$ cat config.mk
export PLATFORM = sky130hd
export DESIGN_NAME = tensor_product
export DESIGN_NICKNAME = d
export VERILOG_FILES = /design/src/common/tensor_pkg.sv /design/src/verilog/operand_sequencer.sv /design/src/verilog/product_cell.sv /design/src/verilog/result_collector.sv /design/src/verilog/tensor_product.sv
export SDC_FILE = /design/constraint.sdc
export NUM_CORES = 1
export LEC_CHECK = 0
export ABC_AREA = 1
export BUFFER_PORTS_ARGS = -buffer_cell sky130_fd_sc_hd__buf_4
export CAP_MARGIN = 20
export CORE_MARGIN = 10
export CORE_UTILIZATION = 50
export DETAILED_ROUTE_END_ITERATION = 7
export PLACE_DENSITY = 0.73
export SLEW_MARGIN = 30
export SYNTH_ARGS = -nofsm -noshare
export SYNTH_HDL_FRONTEND = slang
export SYNTH_SLANG_ARGS = --single-unit
export TNS_END_PERCENT = 50
$ cat constraint.sdc
create_clock -name clk -period 8.3 [get_ports clk]
set_input_delay 0.415 -clock clk [delete_from_list [all_inputs] [get_ports clk]]
set_output_delay 0.415 -clock clk [all_outputs]
set_load 0.02 [all_outputs]
$ cat src/common/tensor_pkg.sv
`default_nettype none

package tensor_pkg;

    ////////////////////////////////////////////////////////////
    // default geometry
    ////////////////////////////////////////////////////////////

    localparam int a_vector_len_default      = 5; // cells in a
    localparam int b_vector_len_default      = 5; // cells in b
    localparam int a_cell_width_default      = 8;
    localparam int b_cell_width_default      = 8;
    localparam int result_cell_width_default = 8;
    localparam int fraction_width_default    = 4; // same for a and b

    // one cell per tile in each direction
    localparam int tiling_v_default = 1;
    localparam int tiling_h_default = 1;

    ////////////////////////////////////////////////////////////
    // derived sizes
    ////////////////////////////////////////////////////////////

    // tiles covering len cells, last one may be partial
    function automatic int tile_count(input int len, input int tile);
        return (len + tile - 1) / tile;
    endfunction

    // bits for an index 0 .. len-1, never below one
    function automatic int index_width(input int len);
        return (len > 1) ? $clog2(len) : 1;
    endfunction

endpackage

`default_nettype wire

$ cat src/verilog/operand_sequencer.sv
`default_nettype none

module operand_sequencer #(
    parameter int A_VECTOR_LEN = tensor_pkg::a_vector_len_default,
    parameter int B_VECTOR_LEN = tensor_pkg::b_vector_len_default,
    parameter int A_CELL_WIDTH = tensor_pkg::a_cell_width_default,
    parameter int B_CELL_WIDTH = tensor_pkg::b_cell_width_default,
    parameter int TILING_V     = tensor_pkg::tiling_v_default,
    parameter int TILING_H     = tensor_pkg::tiling_h_default
) (
    input  logic                                               clk,
    input  logic                                               rst,
    input  logic [A_VECTOR_LEN*A_CELL_WIDTH-1:0]               a,
    input  logic                                               a_valid,
    output logic                                               a_ready,
    input  logic [B_VECTOR_LEN*B_CELL_WIDTH-1:0]               b,
    input  logic                                               b_valid,
    output logic                                               b_ready,
    input  logic                                               collector_busy,
    output logic [TILING_V*A_CELL_WIDTH-1:0]                   tile_a,
    output logic [TILING_H*B_CELL_WIDTH-1:0]                   tile_b,
    output logic [tensor_pkg::index_width(A_VECTOR_LEN)-1:0]   tile_row,
    output logic [tensor_pkg::index_width(B_VECTOR_LEN)-1:0]   tile_col,
    output logic                                               tile_valid,
    output logic                                               tile_last
);

    localparam int ROW_TILES = tensor_pkg::tile_count(A_VECTOR_LEN, TILING_V);
    localparam int COL_TILES = tensor_pkg::tile_count(B_VECTOR_LEN, TILING_H);
    localparam int ROW_CNT_W = tensor_pkg::index_width(ROW_TILES);
    localparam int COL_CNT_W = tensor_pkg::index_width(COL_TILES);
    localparam int ROW_W     = tensor_pkg::index_width(A_VECTOR_LEN);
    localparam int COL_W     = tensor_pkg::index_width(B_VECTOR_LEN);

    logic [A_VECTOR_LEN*A_CELL_WIDTH-1:0] a_hold;
    logic [B_VECTOR_LEN*B_CELL_WIDTH-1:0] b_hold;
    logic                                 a_held;
    logic                                 b_held;
    logic                                 issuing;  // counters walking the tiles
    logic [ROW_CNT_W-1:0]                 row_cnt;
    logic [COL_CNT_W-1:0]                 col_cnt;
    logic                                 row_end;
    logic                                 col_end;
    logic                                 start;
    logic [TILING_V*A_CELL_WIDTH-1:0]     next_tile_a;
    logic [TILING_H*B_CELL_WIDTH-1:0]     next_tile_b;

    assign a_ready = !a_held;
    assign b_ready = !b_held;
    assign row_end = row_cnt == ROW_CNT_W'(ROW_TILES - 1);
    assign col_end = col_cnt == COL_CNT_W'(COL_TILES - 1);

    // both operands in, previous job fully issued and drained
    assign start = a_held && b_held && !issuing && !tile_valid && !collector_busy;

    ////////////////////////////////////////////////////////////
    // operand capture
    ////////////////////////////////////////////////////////////

    always_ff @(posedge clk) begin
        if (a_valid && a_ready)
            a_hold <= a;
        if (b_valid && b_ready)
            b_hold <= b;
    end

    // held until the last tile has left
    always_ff @(posedge clk) begin
        if (rst) begin
            a_held <= 1'b0;
            b_held <= 1'b0;
        end else begin
            if (a_valid && a_ready)
                a_held <= 1'b1;
            else if (tile_valid && tile_last)
                a_held <= 1'b0;
            if (b_valid && b_ready)
                b_held <= 1'b1;
            else if (tile_valid && tile_last)
                b_held <= 1'b0;
        end
    end

    ////////////////////////////////////////////////////////////
    // tile walk, row major
    ////////////////////////////////////////////////////////////

    always_ff @(posedge clk) begin
        if (rst) begin
            issuing    <= 1'b0;
            row_cnt    <= '0;
            col_cnt    <= '0;
            tile_valid <= 1'b0;
            tile_last  <= 1'b0;
        end else begin
            tile_valid <= issuing;
            tile_last  <= issuing && row_end && col_end;
            if (start) begin
                issuing <= 1'b1;
                row_cnt <= '0;
                col_cnt <= '0;
            end else if (issuing) begin
                if (col_end) begin
                    col_cnt <= '0;
                    row_cnt <= row_cnt + 1'b1;
                    if (row_end)
                        issuing <= 1'b0; // last tile goes out now
                end else begin
                    col_cnt <= col_cnt + 1'b1;
                end
            end
        end
    end

    // slice held vectors, zero past the vector end
    always_comb begin
        for (int v = 0; v < TILING_V; v++) begin
            if (int'(row_cnt) * TILING_V + v < A_VECTOR_LEN)
                next_tile_a[v*A_CELL_WIDTH +: A_CELL_WIDTH] =
                    a_hold[(int'(row_cnt) * TILING_V + v) * A_CELL_WIDTH +: A_CELL_WIDTH];
            else
                next_tile_a[v*A_CELL_WIDTH +: A_CELL_WIDTH] = '0;
        end
        for (int h = 0; h < TILING_H; h++) begin
            if (int'(col_cnt) * TILING_H + h < B_VECTOR_LEN)
                next_tile_b[h*B_CELL_WIDTH +: B_CELL_WIDTH] =
                    b_hold[(int'(col_cnt) * TILING_H + h) * B_CELL_WIDTH +: B_CELL_WIDTH];
            else
                next_tile_b[h*B_CELL_WIDTH +: B_CELL_WIDTH] = '0;
        end
    end

    always_ff @(posedge clk) begin
        if (issuing) begin
            tile_a   <= next_tile_a;
            tile_b   <= next_tile_b;
            tile_row <= ROW_W'(int'(row_cnt) * TILING_V); // base cell, not tile number
            tile_col <= COL_W'(int'(col_cnt) * TILING_H);
        end
    end

endmodule

`default_nettype wire

$ cat src/verilog/product_cell.sv
`default_nettype none

module product_cell #(
    parameter int A_CELL_WIDTH      = tensor_pkg::a_cell_width_default,
    parameter int B_CELL_WIDTH      = tensor_pkg::b_cell_width_default,
    parameter int RESULT_CELL_WIDTH = tensor_pkg::result_cell_width_default,
    parameter int FRACTION_WIDTH    = tensor_pkg::fraction_width_default
) (
    input  logic                         clk,
    input  logic                         rst,
    input  logic [A_CELL_WIDTH-1:0]      a_value,
    input  logic [B_CELL_WIDTH-1:0]      b_value,
    output logic [RESULT_CELL_WIDTH-1:0] product,
    output logic                         overflow
);

    localparam int PROD_W = A_CELL_WIDTH + B_CELL_WIDTH;
    // wide enough for the full product and the kept result
    localparam int FULL_W = (PROD_W > RESULT_CELL_WIDTH) ? PROD_W : RESULT_CELL_WIDTH;

    logic signed [FULL_W-1:0] full;
    logic                     fits;

    // operands sign extend to FULL_W before the multiply
    assign full = ($signed(a_value) * $signed(b_value)) >>> FRACTION_WIDTH;

    // dropped bits must all equal the kept sign bit
    assign fits = (&full[FULL_W-1:RESULT_CELL_WIDTH-1]) || !(|full[FULL_W-1:RESULT_CELL_WIDTH-1]);

    always_ff @(posedge clk) begin
        product <= full[RESULT_CELL_WIDTH-1:0]; // wraps
    end

    always_ff @(posedge clk) begin
        if (rst)
            overflow <= 1'b0;
        else
            overflow <= !fits;
    end

endmodule

`default_nettype wire

$ cat src/verilog/result_collector.sv
`default_nettype none

module result_collector #(
    parameter int A_VECTOR_LEN      = tensor_pkg::a_vector_len_default,
    parameter int B_VECTOR_LEN      = tensor_pkg::b_vector_len_default,
    parameter int RESULT_CELL_WIDTH = tensor_pkg::result_cell_width_default,
    parameter int TILING_V          = tensor_pkg::tiling_v_default,
    parameter int TILING_H          = tensor_pkg::tiling_h_default
) (
    input  logic                                                 clk,
    input  logic                                                 rst,
    input  logic [tensor_pkg::index_width(A_VECTOR_LEN)-1:0]     tile_row,
    input  logic [tensor_pkg::index_width(B_VECTOR_LEN)-1:0]     tile_col,
    input  logic                                                 tile_valid,
    input  logic                                                 tile_last,
    input  logic [TILING_V*TILING_H*RESULT_CELL_WIDTH-1:0]       cell_products,
    input  logic [TILING_V*TILING_H-1:0]                         cell_overflows,
    output logic [A_VECTOR_LEN*B_VECTOR_LEN*RESULT_CELL_WIDTH-1:0] result,
    output logic                                                 result_valid,
    input  logic                                                 result_ready,
    output logic                                                 error,
    output logic                                                 collector_busy
);

    localparam int TILE_CELLS = TILING_V * TILING_H;
    localparam int ROW_W      = tensor_pkg::index_width(A_VECTOR_LEN);
    localparam int COL_W      = tensor_pkg::index_width(B_VECTOR_LEN);

    logic                  valid_d;
    logic                  last_d;
    logic [ROW_W-1:0]      row_d;
    logic [COL_W-1:0]      col_d;
    logic                  busy_q;
    logic                  first_tile;
    logic [TILE_CELLS-1:0] in_range; // grid position inside the matrix

    assign first_tile     = valid_d && !busy_q;
    assign collector_busy = busy_q || valid_d;

    ////////////////////////////////////////////////////////////
    // tile position, aligned with the cell registers
    ////////////////////////////////////////////////////////////

    always_ff @(posedge clk) begin
        if (rst) begin
            valid_d <= 1'b0;
            last_d  <= 1'b0;
        end else begin
            valid_d <= tile_valid;
            last_d  <= tile_valid && tile_last;
        end
    end

    always_ff @(posedge clk) begin
        row_d <= tile_row;
        col_d <= tile_col;
    end

    always_comb begin
        for (int v = 0; v < TILING_V; v++) begin
            for (int h = 0; h < TILING_H; h++) begin
                in_range[v*TILING_H + h] = (int'(row_d) + v < A_VECTOR_LEN) &&
                                           (int'(col_d) + h < B_VECTOR_LEN);
            end
        end
    end

    ////////////////////////////////////////////////////////////
    // matrix write
    ////////////////////////////////////////////////////////////

    always_ff @(posedge clk) begin
        if (valid_d) begin
            for (int v = 0; v < TILING_V; v++) begin
                for (int h = 0; h < TILING_H; h++) begin
                    if (in_range[v*TILING_H + h])
                        result[((int'(row_d) + v) * B_VECTOR_LEN + int'(col_d) + h)
                               * RESULT_CELL_WIDTH +: RESULT_CELL_WIDTH] <=
                            cell_products[(v*TILING_H + h)*RESULT_CELL_WIDTH +: RESULT_CELL_WIDTH];
                end
            end
        end
    end

    ////////////////////////////////////////////////////////////
    // error flag and result handshake
    ////////////////////////////////////////////////////////////

    always_ff @(posedge clk) begin
        if (rst) begin
            busy_q       <= 1'b0;
            result_valid <= 1'b0;
            error        <= 1'b0;
        end else begin
            if (valid_d) begin
                busy_q <= 1'b1;
                // sticky within a job, fresh on its first tile
                error  <= (error && !first_tile) || |(cell_overflows & in_range);
                if (last_d)
                    result_valid <= 1'b1;
            end else if (result_valid && result_ready) begin
                result_valid <= 1'b0;
                busy_q       <= 1'b0; // lets the sequencer start again
            end
        end
    end

endmodule

`default_nettype wire

$ cat src/verilog/tensor_product.sv
`default_nettype none

module tensor_product #(
    parameter int A_VECTOR_LEN      = tensor_pkg::a_vector_len_default,
    parameter int B_VECTOR_LEN      = tensor_pkg::b_vector_len_default,
    parameter int A_CELL_WIDTH      = tensor_pkg::a_cell_width_default,
    parameter int B_CELL_WIDTH      = tensor_pkg::b_cell_width_default,
    parameter int RESULT_CELL_WIDTH = tensor_pkg::result_cell_width_default,
    parameter int FRACTION_WIDTH    = tensor_pkg::fraction_width_default,
    parameter int TILING_V          = tensor_pkg::tiling_v_default,
    parameter int TILING_H          = tensor_pkg::tiling_h_default
) (
    input  logic                                                  clk,
    input  logic                                                  rst,
    input  logic [A_VECTOR_LEN*A_CELL_WIDTH-1:0]                  a,
    input  logic                                                  a_valid,
    output logic                                                  a_ready,
    input  logic [B_VECTOR_LEN*B_CELL_WIDTH-1:0]                  b,
    input  logic                                                  b_valid,
    output logic                                                  b_ready,
    output logic [A_VECTOR_LEN*B_VECTOR_LEN*RESULT_CELL_WIDTH-1:0] result,
    output logic                                                  result_valid,
    input  logic                                                  result_ready,
    output logic                                                  error
);

    localparam int ROW_W = tensor_pkg::index_width(A_VECTOR_LEN);
    localparam int COL_W = tensor_pkg::index_width(B_VECTOR_LEN);

    logic [TILING_V*A_CELL_WIDTH-1:0]               tile_a;
    logic [TILING_H*B_CELL_WIDTH-1:0]               tile_b;
    logic [ROW_W-1:0]                               tile_row;
    logic [COL_W-1:0]                               tile_col;
    logic                                           tile_valid;
    logic                                           tile_last;
    logic                                           collector_busy;
    logic [TILING_V*TILING_H*RESULT_CELL_WIDTH-1:0] cell_products; // cell (v,h) at v*TILING_H+h
    logic [TILING_V*TILING_H-1:0]                   cell_overflows;

    operand_sequencer #(
        .A_VECTOR_LEN (A_VECTOR_LEN),
        .B_VECTOR_LEN (B_VECTOR_LEN),
        .A_CELL_WIDTH (A_CELL_WIDTH),
        .B_CELL_WIDTH (B_CELL_WIDTH),
        .TILING_V     (TILING_V),
        .TILING_H     (TILING_H)
    ) i_operand_sequencer (
        .clk            (clk),
        .rst            (rst),
        .a              (a),
        .a_valid        (a_valid),
        .a_ready        (a_ready),
        .b              (b),
        .b_valid        (b_valid),
        .b_ready        (b_ready),
        .collector_busy (collector_busy),
        .tile_a         (tile_a),
        .tile_b         (tile_b),
        .tile_row       (tile_row),
        .tile_col       (tile_col),
        .tile_valid     (tile_valid),
        .tile_last      (tile_last)
    );

    // product grid, one multiplier per tile position
    for (genvar v = 0; v < TILING_V; v++) begin : g_row
        for (genvar h = 0; h < TILING_H; h++) begin : g_col
            product_cell #(
                .A_CELL_WIDTH      (A_CELL_WIDTH),
                .B_CELL_WIDTH      (B_CELL_WIDTH),
                .RESULT_CELL_WIDTH (RESULT_CELL_WIDTH),
                .FRACTION_WIDTH    (FRACTION_WIDTH)
            ) i_product_cell (
                .clk      (clk),
                .rst      (rst),
                .a_value  (tile_a[v*A_CELL_WIDTH +: A_CELL_WIDTH]),
                .b_value  (tile_b[h*B_CELL_WIDTH +: B_CELL_WIDTH]),
                .product  (cell_products[(v*TILING_H + h)*RESULT_CELL_WIDTH +: RESULT_CELL_WIDTH]),
                .overflow (cell_overflows[v*TILING_H + h])
            );
        end
    end

    result_collector #(
        .A_VECTOR_LEN      (A_VECTOR_LEN),
        .B_VECTOR_LEN      (B_VECTOR_LEN),
        .RESULT_CELL_WIDTH (RESULT_CELL_WIDTH),
        .TILING_V          (TILING_V),
        .TILING_H          (TILING_H)
    ) i_result_collector (
        .clk            (clk),
        .rst            (rst),
        .tile_row       (tile_row),
        .tile_col       (tile_col),
        .tile_valid     (tile_valid),
        .tile_last      (tile_last),
        .cell_products  (cell_products),
        .cell_overflows (cell_overflows),
        .result         (result),
        .result_valid   (result_valid),
        .result_ready   (result_ready),
        .error          (error),
        .collector_busy (collector_busy)
    );

endmodule

`default_nettype wire

### After elaboration in Yosys (flattened, before gate mapping)

Cells that the tools add are included.

* output and inout bits: 204
* bits in latches: 0
* input bits: 85
* ROM bits: 0
* register bits after elaboration: 333
* memories kept: 0
* logic and storage cells: 88
* memory bits (writable): 0

* mux-type cells: 13
* add/sub/neg operators: 4
* div/mod/pow operators: 0
* multiply operators: 2
* eq/ne operators: 3
* $lt $le $gt $ge: 4
* reductions and logical operators: 34
* shift-type cells: 4
* bitwise logic cells: 1

Operator list (number)
* $bwmux W200: 1
* $shift A8 B33 Y200 const A: 1
* $shiftx A8 B33 Y200: 1
* $shiftx A40 B7 Y8: 2
* $neg A32 Y33: 1
* $add A29 B4 Y29: 1
* $mul A8 B8 Y16: 1
* $logic_and A1 B1 Y1: 13
* $lt A3 B3 Y1 const B: 4
* $mux W1: 11
* $logic_not A1 Y1: 9
* $add A3 B1 Y3 const B: 2
* $eq A3 B3 Y1 const B: 2
* $mul A3 B3 Y6 const B: 1
* $reduce_and A2 Y1: 3
* $reduce_bool A2 Y1: 3
* $reduce_and A5 Y1: 1
* $reduce_or A5 Y1: 1
* $logic_or A1 B1 Y1: 3
* $mux W3: 1
* $ne A2 B2 Y1 const B: 1
* $reduce_or A2 Y1: 1
* $and A1 B1 Y1: 1

### Logic depth before layout (Yosys ltp)

Gate-level depths: netlist of run 1.

* depth in word-level cells: 5
* gate-level depth with buffers: 23
* mapped depth without buffers: 22

### Cells and area by module

A second synthesis of run 1 with hierarchy kept.

* cells, all modules: 1558
* area, all modules: 16403.2 µm²

Modules (own cells, without submodules)
* result_collector: cells each 726, instances 1, area each 8856.0 µm², sequential area each 6226.0 µm²
* operand_sequencer: cells each 414, instances 1, area each 4615.7 µm², sequential area each 3283.1 µm²
* product_cell: cells each 418, instances 1, area each 2931.6 µm², sequential area each 180.2 µm²

### Worst setup path before layout of run 1

No wires, ideal clock.

* path type: reg-to-reg
* from: register i_operand_sequencer.tile_a[7]
* to: register g_row[0].g_col[0].i_product_cell.overflow
* arrival time: 4.112 ns
* library setup time: 0.113 ns
* stages on the path, launching flop included: 22
* period minus slack after synthesis: 4.224 ns
* data required time: 8.187 ns
* buffers on the path: 1
* slack: 4.076 ns
* path through: edfxtp_1 > clkbuf_1 > nand2_1 > inv_1 > fa_1 > inv_1 > fa_1 > fa_1 > fa_1 > inv_1 > ha_1 > nand2_1 > nor2_1 > nand3_1 > nand3_1 > nand2_1 > nand2_1 > nand2_1 > nor2_1 > nand2_1 > nand2_1 > nor2_1

* longest elaborated chain between the ends: 5
* elaborated cells on any way between the ends: 6
* classes of those cells: mul: 1; reduce/logical: 5

Ends and longest elaborated chain
* start, declared: RTL line operand_sequencer.sv:20 `output logic [TILING_V*A_CELL_WIDTH-1:0] tile_a,`
* start signal, assigned: RTL line operand_sequencer.sv:135 `tile_a <= next_tile_a;`
* $mul A8 B8 Y16 *: RTL line product_cell.sv:25 `assign full = ($signed(a_value) * $signed(b_value)) >>> FRACTION_WIDTH;`
* $reduce_or A5 Y1: RTL line product_cell.sv:28 `assign fits = (&full[FULL_W-1:RESULT_CELL_WIDTH-1]) || !(|full[FULL_W-1:RESULT_CELL_WIDTH-1]);`
* $logic_not A1 Y1: RTL line product_cell.sv:28
* $logic_or A1 B1 Y1 *: RTL line product_cell.sv:28
* $logic_not A1 Y1 *: RTL line product_cell.sv:38 `overflow <= !fits;`
* end signal, assigned: RTL line product_cell.sv:38
* end, declared: RTL line product_cell.sv:14 `output logic overflow`

Mark *: on every way between the ends. The rest lies on a longest branch, timed or not.
A chain may end at the register's enable or synchronous reset.

### Worst setup path after layout of run 1

* from: register i_operand_sequencer.tile_b[2]
* to: register g_row[0].g_col[0].i_product_cell.overflow

* longest elaborated chain between the ends: 5
* elaborated cells on any way between the ends: 6
* classes of those cells: mul: 1; reduce/logical: 5

Ends and longest elaborated chain
* start, declared: RTL line operand_sequencer.sv:21 `output logic [TILING_H*B_CELL_WIDTH-1:0] tile_b,`
* start signal, assigned: RTL line operand_sequencer.sv:136 `tile_b <= next_tile_b;`
* $mul A8 B8 Y16 *: RTL line product_cell.sv:25
* $reduce_or A5 Y1: RTL line product_cell.sv:28
* $logic_not A1 Y1: RTL line product_cell.sv:28
* $logic_or A1 B1 Y1 *: RTL line product_cell.sv:28
* $logic_not A1 Y1 *: RTL line product_cell.sv:38

Marked as above.

==> metrics.txt, run 1 <==
Crit-path slowest cell fa_1; Peak VDD IR 0.0002156 V; die span in y 198.0 µm; setup violators final 0; Via density between 5 and 6; drt first pass iters 7; number of flops mapped to enable cells by yosys 302; I/O Pins between 200 and 300; CP Max Fanout 8; Setup Fix Bufs, Post-CTS 0; hold_sp b[7]; total wire length between 40000 and 50000 µm; final instance area between 15000 and 20000 µm²; Antenna Nets Post-Route 0; CP bufs+invs 3; critical path's largest stage delay ~740 ps; Final Skew 24.70 ps; Mean Syn Cell Area 10.86 µm²; cts repair resizes 0; Setup Crit Path Kind flop to flop; vias 11510; ys async rst share 0; relative slew slack 0.3883; Post-Syn Area 15850 µm²; Inserted Clock Buffers 35; antenna violations before repair 0; DRC viols 0; area of the core 31390 µm²; post-synth top area share 0.5722; count of final max-slew check failures 0; fin cells about 2200; largest area contributor in the netlist edfxtp_1; area of the multi-input gates around 5100 µm²; delay-heaviest family, CP adder cells; pwr/cell area 217.6 nW/µm²; Post-synth top flop edfxtp_1; Tmin final 4573 ps; largest net degree at the start of global routing 78; post-synthesis sequential area ratio 0.6114; commonest cells after routing, fill and taps aside edfxtp_1 (302), buf_4 (297), nor2_1 (287), nand2_1 (193), inv_1 (173); # rows 65; Worst Hold Class input pin to flop; clk buf depth 3; DP HPWL 31240 µm; Syn. warnings 0; RSZ-0062 raised after global routing false; dpl cell area ~18000 µm²; first-pass GRT wire length 62820 µm; WL/cell 18.96 µm; most used cell, CP nand2_1; die area 39220 µm²; Root Buffer clkbuf_16; power share of the combinational group 0.190; number of diodes 0; latest clock arrival within the worst-skew pair 530 ps; clock share of power 0.352; Initial Util 0.5049; MaxCap Viol Count 0; startpoint types flop; Synth Register Bits 333; Reg power frac 0.458; status finished clean; Slew @ Worst Pin 910.6 ps; r2r setup slk 3730 ps; Post-CTS Hold Buffers 0; RR Startpoint i_operand_sequencer.tile_b[2]; Final nets 1909; Max Clk Rate 218.7 MHz; Sw Ratio 0.2869; Syn Inst Count 1460; period utilization 0.5510; LEAKAGE roughly 0.0075 µW; GR Util All Layers 0.2046; Inst Count DP 2093; vias in the first global route 11300; internal power approximately 3000 µW; Fin. Hold Viols 0; gp weighted congestion 0.9058; Net Switching around 1200 µW; P&R area growth vs syn 21.88%; critical-path cell list nand2_1, inv_1, fa_1, inv_1, fa_1, fa_1, fa_1, inv_1, ha_1, nand2_1, nor2_1, nand3_1, nand3_1, nand2_1, nand2_1, nand2_1, nor2_1, nand2_1, nand2_1, nor2_1; share of layout cells above drive strength 1 0.2163; setup TNS 0 ps; gr ovfl total 0; synth unique cells 36; register area 9691 µm²; critical path startpoint i_operand_sequencer.tile_b[2]; Iter 0 DRT Violations between 1000 and 1500; Clock transition at path regs around 60 ps; Die W 198.0 µm; top cells by area, synth edfxtp_1 (57%), fa_1 (6.9%), nor2_1 (6.8%), nand2_1 (4.6%), inv_1 (4.1%); commonest non-fill, non-tap cell in the layout edfxtp_1; H-tree depth 2; Arr. time, crit path 4980 ps; CTS tree done; PortBufs approximately 290; Fillers 2466; Synth Net Count 1641; CP Capture Type flop; Crit path required time 8710 ps; CTS sink cnt 333
-- per-stage QoR --
stage / hold slack [ps] / worst slack, ps / utilization / total power (µW)
floorplan: 323.3 / 4076 / - / 2536
global placement: 329.6 / 3866 / 0.5805 / 2723
detailed placement: 329.4 / 3621 / 0.5806 / 2744
CTS: 56.51 / 3581 / 0.6151 / 4212
global route: 56.12 / 3395 / 0.6153 / 4394
finish: 72.10 / 3727 / 0.6153 / 4203
-- layer usage --
| metal | share of wire | track usage | vias up |
|---|---|---|---|
| met2 | 0.48 | 0.3398 | 644 |
| met4 | 0.044 | 0.09226 | 0 |
| met3 | 0.098 | 0.04498 | 106 |
| met1 | 0.38 | 0.2515 | 5393 |
| met5 | 0 | 0 | - |
| li1 | - | - | 5366 |
-- Yosys cell counts (all sizes together), types with 17 or more instances --
master,n
clkbuf,34
nor2,303
nand2,197
a31oi,17
o21ai,47
dfxtp,31
nor3,63
edfxtp,302
nand3,79
ha,41
a21oi,30
inv,177
buf,32
fa,55
-- registers in the layout (all words and copies together) (netlist names), 8 cells and up --
name	cells
i_operand_sequencer.tile_a	8
g_row.g_col.i_product_cell.product	8
i_operand_sequencer.tile_b	8
i_operand_sequencer.b_hold	40
i_operand_sequencer.a_hold	40
i_result_collector.result	200
-- layout make-up --
type                       count  area share
clock buffer                  46     0.05014
clock inverter                15    0.006089
inverter                     183     0.03556
multi-input combinational    878      0.2651
sequential                   333      0.5017
tap                          402     0.02604
timing repair buffer         297      0.1154
-- logic make-up (layout without fill, tap and decap cells) --
| kind of cell | count (synthesis) | count (layout) | share of synthesized area |
|---|---|---|---|
| AND/OR/NAND/NOR | 671 | 671 | 0.1800 |
| flip-flops | 333 | 333 | 0.6114 |
| buffers and inverters | 249 | 541 | 0.06592 |
| AO/OA/AOI/OAI | 100 | 100 | 0.03387 |
| adder cells (fa/ha/maj) | 96 | 96 | 0.1018 |
| XOR/XNOR | 11 | 11 | 0.007026 |
-- power by group through the flow --
stage / sequential [µW] / combinational, µW / clock, µW
after floorplan: 1940 / 599 / 0
after global placement: 1960 / 767 / 0
after detailed placement: 1960 / 787 / 0
after CTS: 1920 / 791 / 1500
after global routing: 1930 / 895 / 1570
final: 1920 / 801 / 1480
-- path summary, 6_finish.rpt --
check	to	depth (start not counted)
worst min register to register	i_result_collector.row_d[2]	0
worst max register to register	g_row[0].g_col[0].i_product_cell.overflow	20
worst max-delay path	g_row[0].g_col[0].i_product_cell.overflow	20
worst min-delay path	i_operand_sequencer.b_hold[7]	1
Power figures use the tool's default switching activity.
==> run 2, diff against run 1 <==
--- a/config.mk
+++ b/config.mk
@@ -5,13 +5,13 @@
 export SDC_FILE = /design/constraint.sdc
 export NUM_CORES = 1
 export LEC_CHECK = 0
-export ABC_AREA = 1
+export ABC_AREA = 0
 export BUFFER_PORTS_ARGS = -buffer_cell sky130_fd_sc_hd__buf_4
 export CAP_MARGIN = 20
 export CORE_MARGIN = 10
 export CORE_UTILIZATION = 50
 export DETAILED_ROUTE_END_ITERATION = 7
-export PLACE_DENSITY = 0.73
+export PLACE_DENSITY = 0.76
 export SLEW_MARGIN = 30
 export SYNTH_ARGS = -nofsm -noshare
 export SYNTH_HDL_FRONTEND = slang
==> constraint.sdc (replaced) <==
create_clock -name clk -period 4.2 [get_ports clk]
set_input_delay 0.21 -clock clk [delete_from_list [all_inputs] [get_ports clk]]
set_output_delay 0.21 -clock clk [all_outputs]
set_load 0.02 [all_outputs]
==> metrics.txt, run 2 <==
DRC viols 0; Fin. Hold Viols 0; Synth Net Count 1295; Mean Syn Cell Area about 13 µm²; mux cell area share after synthesis 0.02502; Crit path required time around 4600 ps; latest clock arrival within the worst-skew pair roughly 540 ps; Tmin final about 4500 ps; period utilization 1.072; Worst Hold Class flop to flop; die span in y 192.1 µm; clock share of power 0.333; final instance area 20020 µm²; drt first pass iters 7; H-tree depth 2; # rows between 60 and 70; die area 36890 µm²; Peak VDD IR 0.0003798 V; most used routing layer met2; number of flops mapped to enable cells by yosys 302; main combinational cell family by area after synthesis simple AND/OR/NAND/NOR gates; ys async rst share 0; Initial Util 0.5116; relative slew slack 0.4876; gp weighted congestion 0.8508; Inserted Clock Buffers 34; top cells by area, synth edfxtp_1 (61%), fa_1 (7.4%), nor2_1 (6.4%), dfxtp_1 (4.2%), ha_1 (3.5%); Antenna Nets Post-Route 0; PortBufs 288; top cells by count, synth edfxtp_1 (302), nor2_1 (253), inv_1 (101); internal power 6371 µW; antenna violations before repair 0; commonest non-fill, non-tap cell in the layout buf_4; critical-path cell list and2_1, fa_1, inv_2, fa_1, fa_1, fa_1, inv_1, ha_4, nor2b_2, o31a_1, o2111a_1, a211o_1, and3_1, and3b_1, a311oi_1; complex-gate fraction of the synthesized area 0.03431; post-synth top area share 0.6126; Reg power frac 0.426; number of diodes 0; Via density roughly 5.2; critical path's largest stage delay 540 ps; grt met1 use 0.2351; CTS tree done; synth unique cells 52; post-synthesis sequential area ratio 0.6545; commonest cells after routing, fill and taps aside buf_4 (363), edfxtp_1 (302), nor2_1 (253), inv_1 (94), dlygate4sd3_1 (84); vias 10260; Synth Register Bits 333; count of final max-slew check failures 0; Root Buffer clkbuf_16; delay-heaviest family, CP adder cells; Syn Inst Count approximately 1100; setup violators final 1; area of the core about 29000 µm²; Iter 0 DRT Violations 758; setup ws final -300.8 ps; MaxCap Viol Count 0; startpoint types flop; pwr/cell area 441.7 nW/µm²; setup TNS -300.8 ps; power share of the combinational group 0.241; xor-xnor portion of the synthesized cell area 0.01623; failing checks negative setup slack; RSZ-0062 raised after global routing true; CTS sink cnt 333; Slew @ Worst Pin 767.6 ps; share of layout cells above drive strength 1 0.2980; WL/cell 19.91 µm; Post-Syn Area 14800 µm²; most frequent cell after synthesis edfxtp_1; largest area contributor in the netlist edfxtp_1; first-pass GRT wire length around 59000 µm; Sw Ratio 0.2796; total wire length 39250 µm; grt met2 use 0.3615; post-synthesis adder-cell area fraction 0.1090; dpl cell area approximately 18000 µm²; Synth Area in Simple Gates 0.1264; GR Util All Layers 0.2055; Setup Crit Path Kind flop to flop; clk buf depth 3; Net Switching 2473 µW; DP HPWL around 27000 µm; Clock transition at path regs 60 ps; CP Max Fanout 7; CP bufs+invs 2; most used cell, CP fa_1; Final Skew between 30 and 40 ps; largest net degree at the start of global routing 41; Crit-path slowest cell fa_1; I/O Pins 289; Final nets 1746; Syn. warnings 0; Max Clk Rate 222.2 MHz; Arr. time, crit path 4920 ps; status finished, violations left; Die W 192.1 µm; P&R area growth vs syn 35.24%; vias in the first global route 10530; CP Capture Type flop; Post-synth top flop edfxtp_1; GRT met3 Usage 0.05477; LEAKAGE 0.008465 µW; gr ovfl total 0; max FFs per register 200
run 2: cell count changes after synthesis, sizes merged, moves of 16 or more:
cell	change
a31oi	-17
inv	-76
nand3	-71
nor2	-50
nor3	-57
nand2	-119
buf	-27
and2	+52
a21oi	-16
mux4	+16
run 2: worst paths after layout:
| check | startpoint | to | slack [ps] | cells past startpoint |
|---|---|---|---|---|
| worst max-delay path | i_operand_sequencer.tile_b[3] | g_row[0].g_col[0].i_product_cell.overflow | -300 | 15 |
| worst min-delay path | i_operand_sequencer.tile_row[2] | i_result_collector.row_d[2] | 310 | 0 |
| worst max register to register | i_operand_sequencer.tile_b[3] | g_row[0].g_col[0].i_product_cell.overflow | -300 | 15 |
| worst min register to register | i_operand_sequencer.tile_row[2] | i_result_collector.row_d[2] | 310 | 0 |
run 2: power by group through the flow:
| stage | clock, µW | sequential (µW) | combinational [µW] |
|---|---|---|---|
| 5_1_grt | 3120 | 3780 | 2350 |
| 3_5_place_dp | 0 | 3840 | 2020 |
| 4_1_cts | 2960 | 3770 | 2100 |
| 2_1_floorplan | 0 | 3820 | 1290 |
| 3_3_place_gp | 0 | 3830 | 1960 |
| 6_report | 2950 | 3770 | 2130 |
run 2: logic make-up (layout without fill, tap and decap cells):
family	Yosys count	in the layout
adders and majority gates	96	96
buffers and inverters	135	608
muxes	17	17
DFF	333	333
xor gates and xnor gates	25	25
and+or+nand+nor	429	429
AOI/OAI and AO/OA	79	79
run 2: layout make-up:
| cell class | instances | area, µm² |
|---|---|---|
| clock buffers | 46 | 988.4 |
| clock inverters | 12 | 102.6 |
| fillers | 1852 | 8914 |
| inverters | 101 | 379.1 |
| multi-input cells | 646 | 4773 |
| flip-flops and latches | 333 | 9689 |
| well taps | 384 | 480.5 |
| repair buffers | 449 | 3608 |
run 2: metal layers:
metal	wire length (µm)	vias up
met5	0	-
met4	1154	0
li1	-	4698
met3	3940	79
met2	19960	514
met1	14200	4973
run 2: timing repair:
action,4_1_cts,5_1_grt
setup endpoints to repair,1,3
hold buffers,84,0
setup buffers,1,0
gates resized for setup,2,6
pin swaps,4,1
endpoints found under the hold margin,89,0
run 2: worst reg2reg max path, cell delays in order (launching register included):
cell and delay, ps:
edfxtp_1 510, and2_1 230, fa_1 410, inv_2 70, fa_1 400, fa_1 470
fa_1 540, inv_1 60, ha_4 230, nor2b_2 160, o31a_1 280, o2111a_1 250
a211o_1 280, and3_1 170, and3b_1 170, a311oi_1 170
run 2: through the flow:
stage	worst slack [ps]	hold slack, ps	instances	util	total power (µW)
floorplan	-77.90	308.9	1114	-	5109
global placement	-227.9	325.8	1826	0.6228	5792
detailed placement	-350.8	327.8	1827	0.6233	5863
CTS	-298.4	319.9	1970	0.6904	8823
global route	-502.4	325.2	1971	0.6919	9250
finish	-300.8	314.1	1971	0.6919	8844
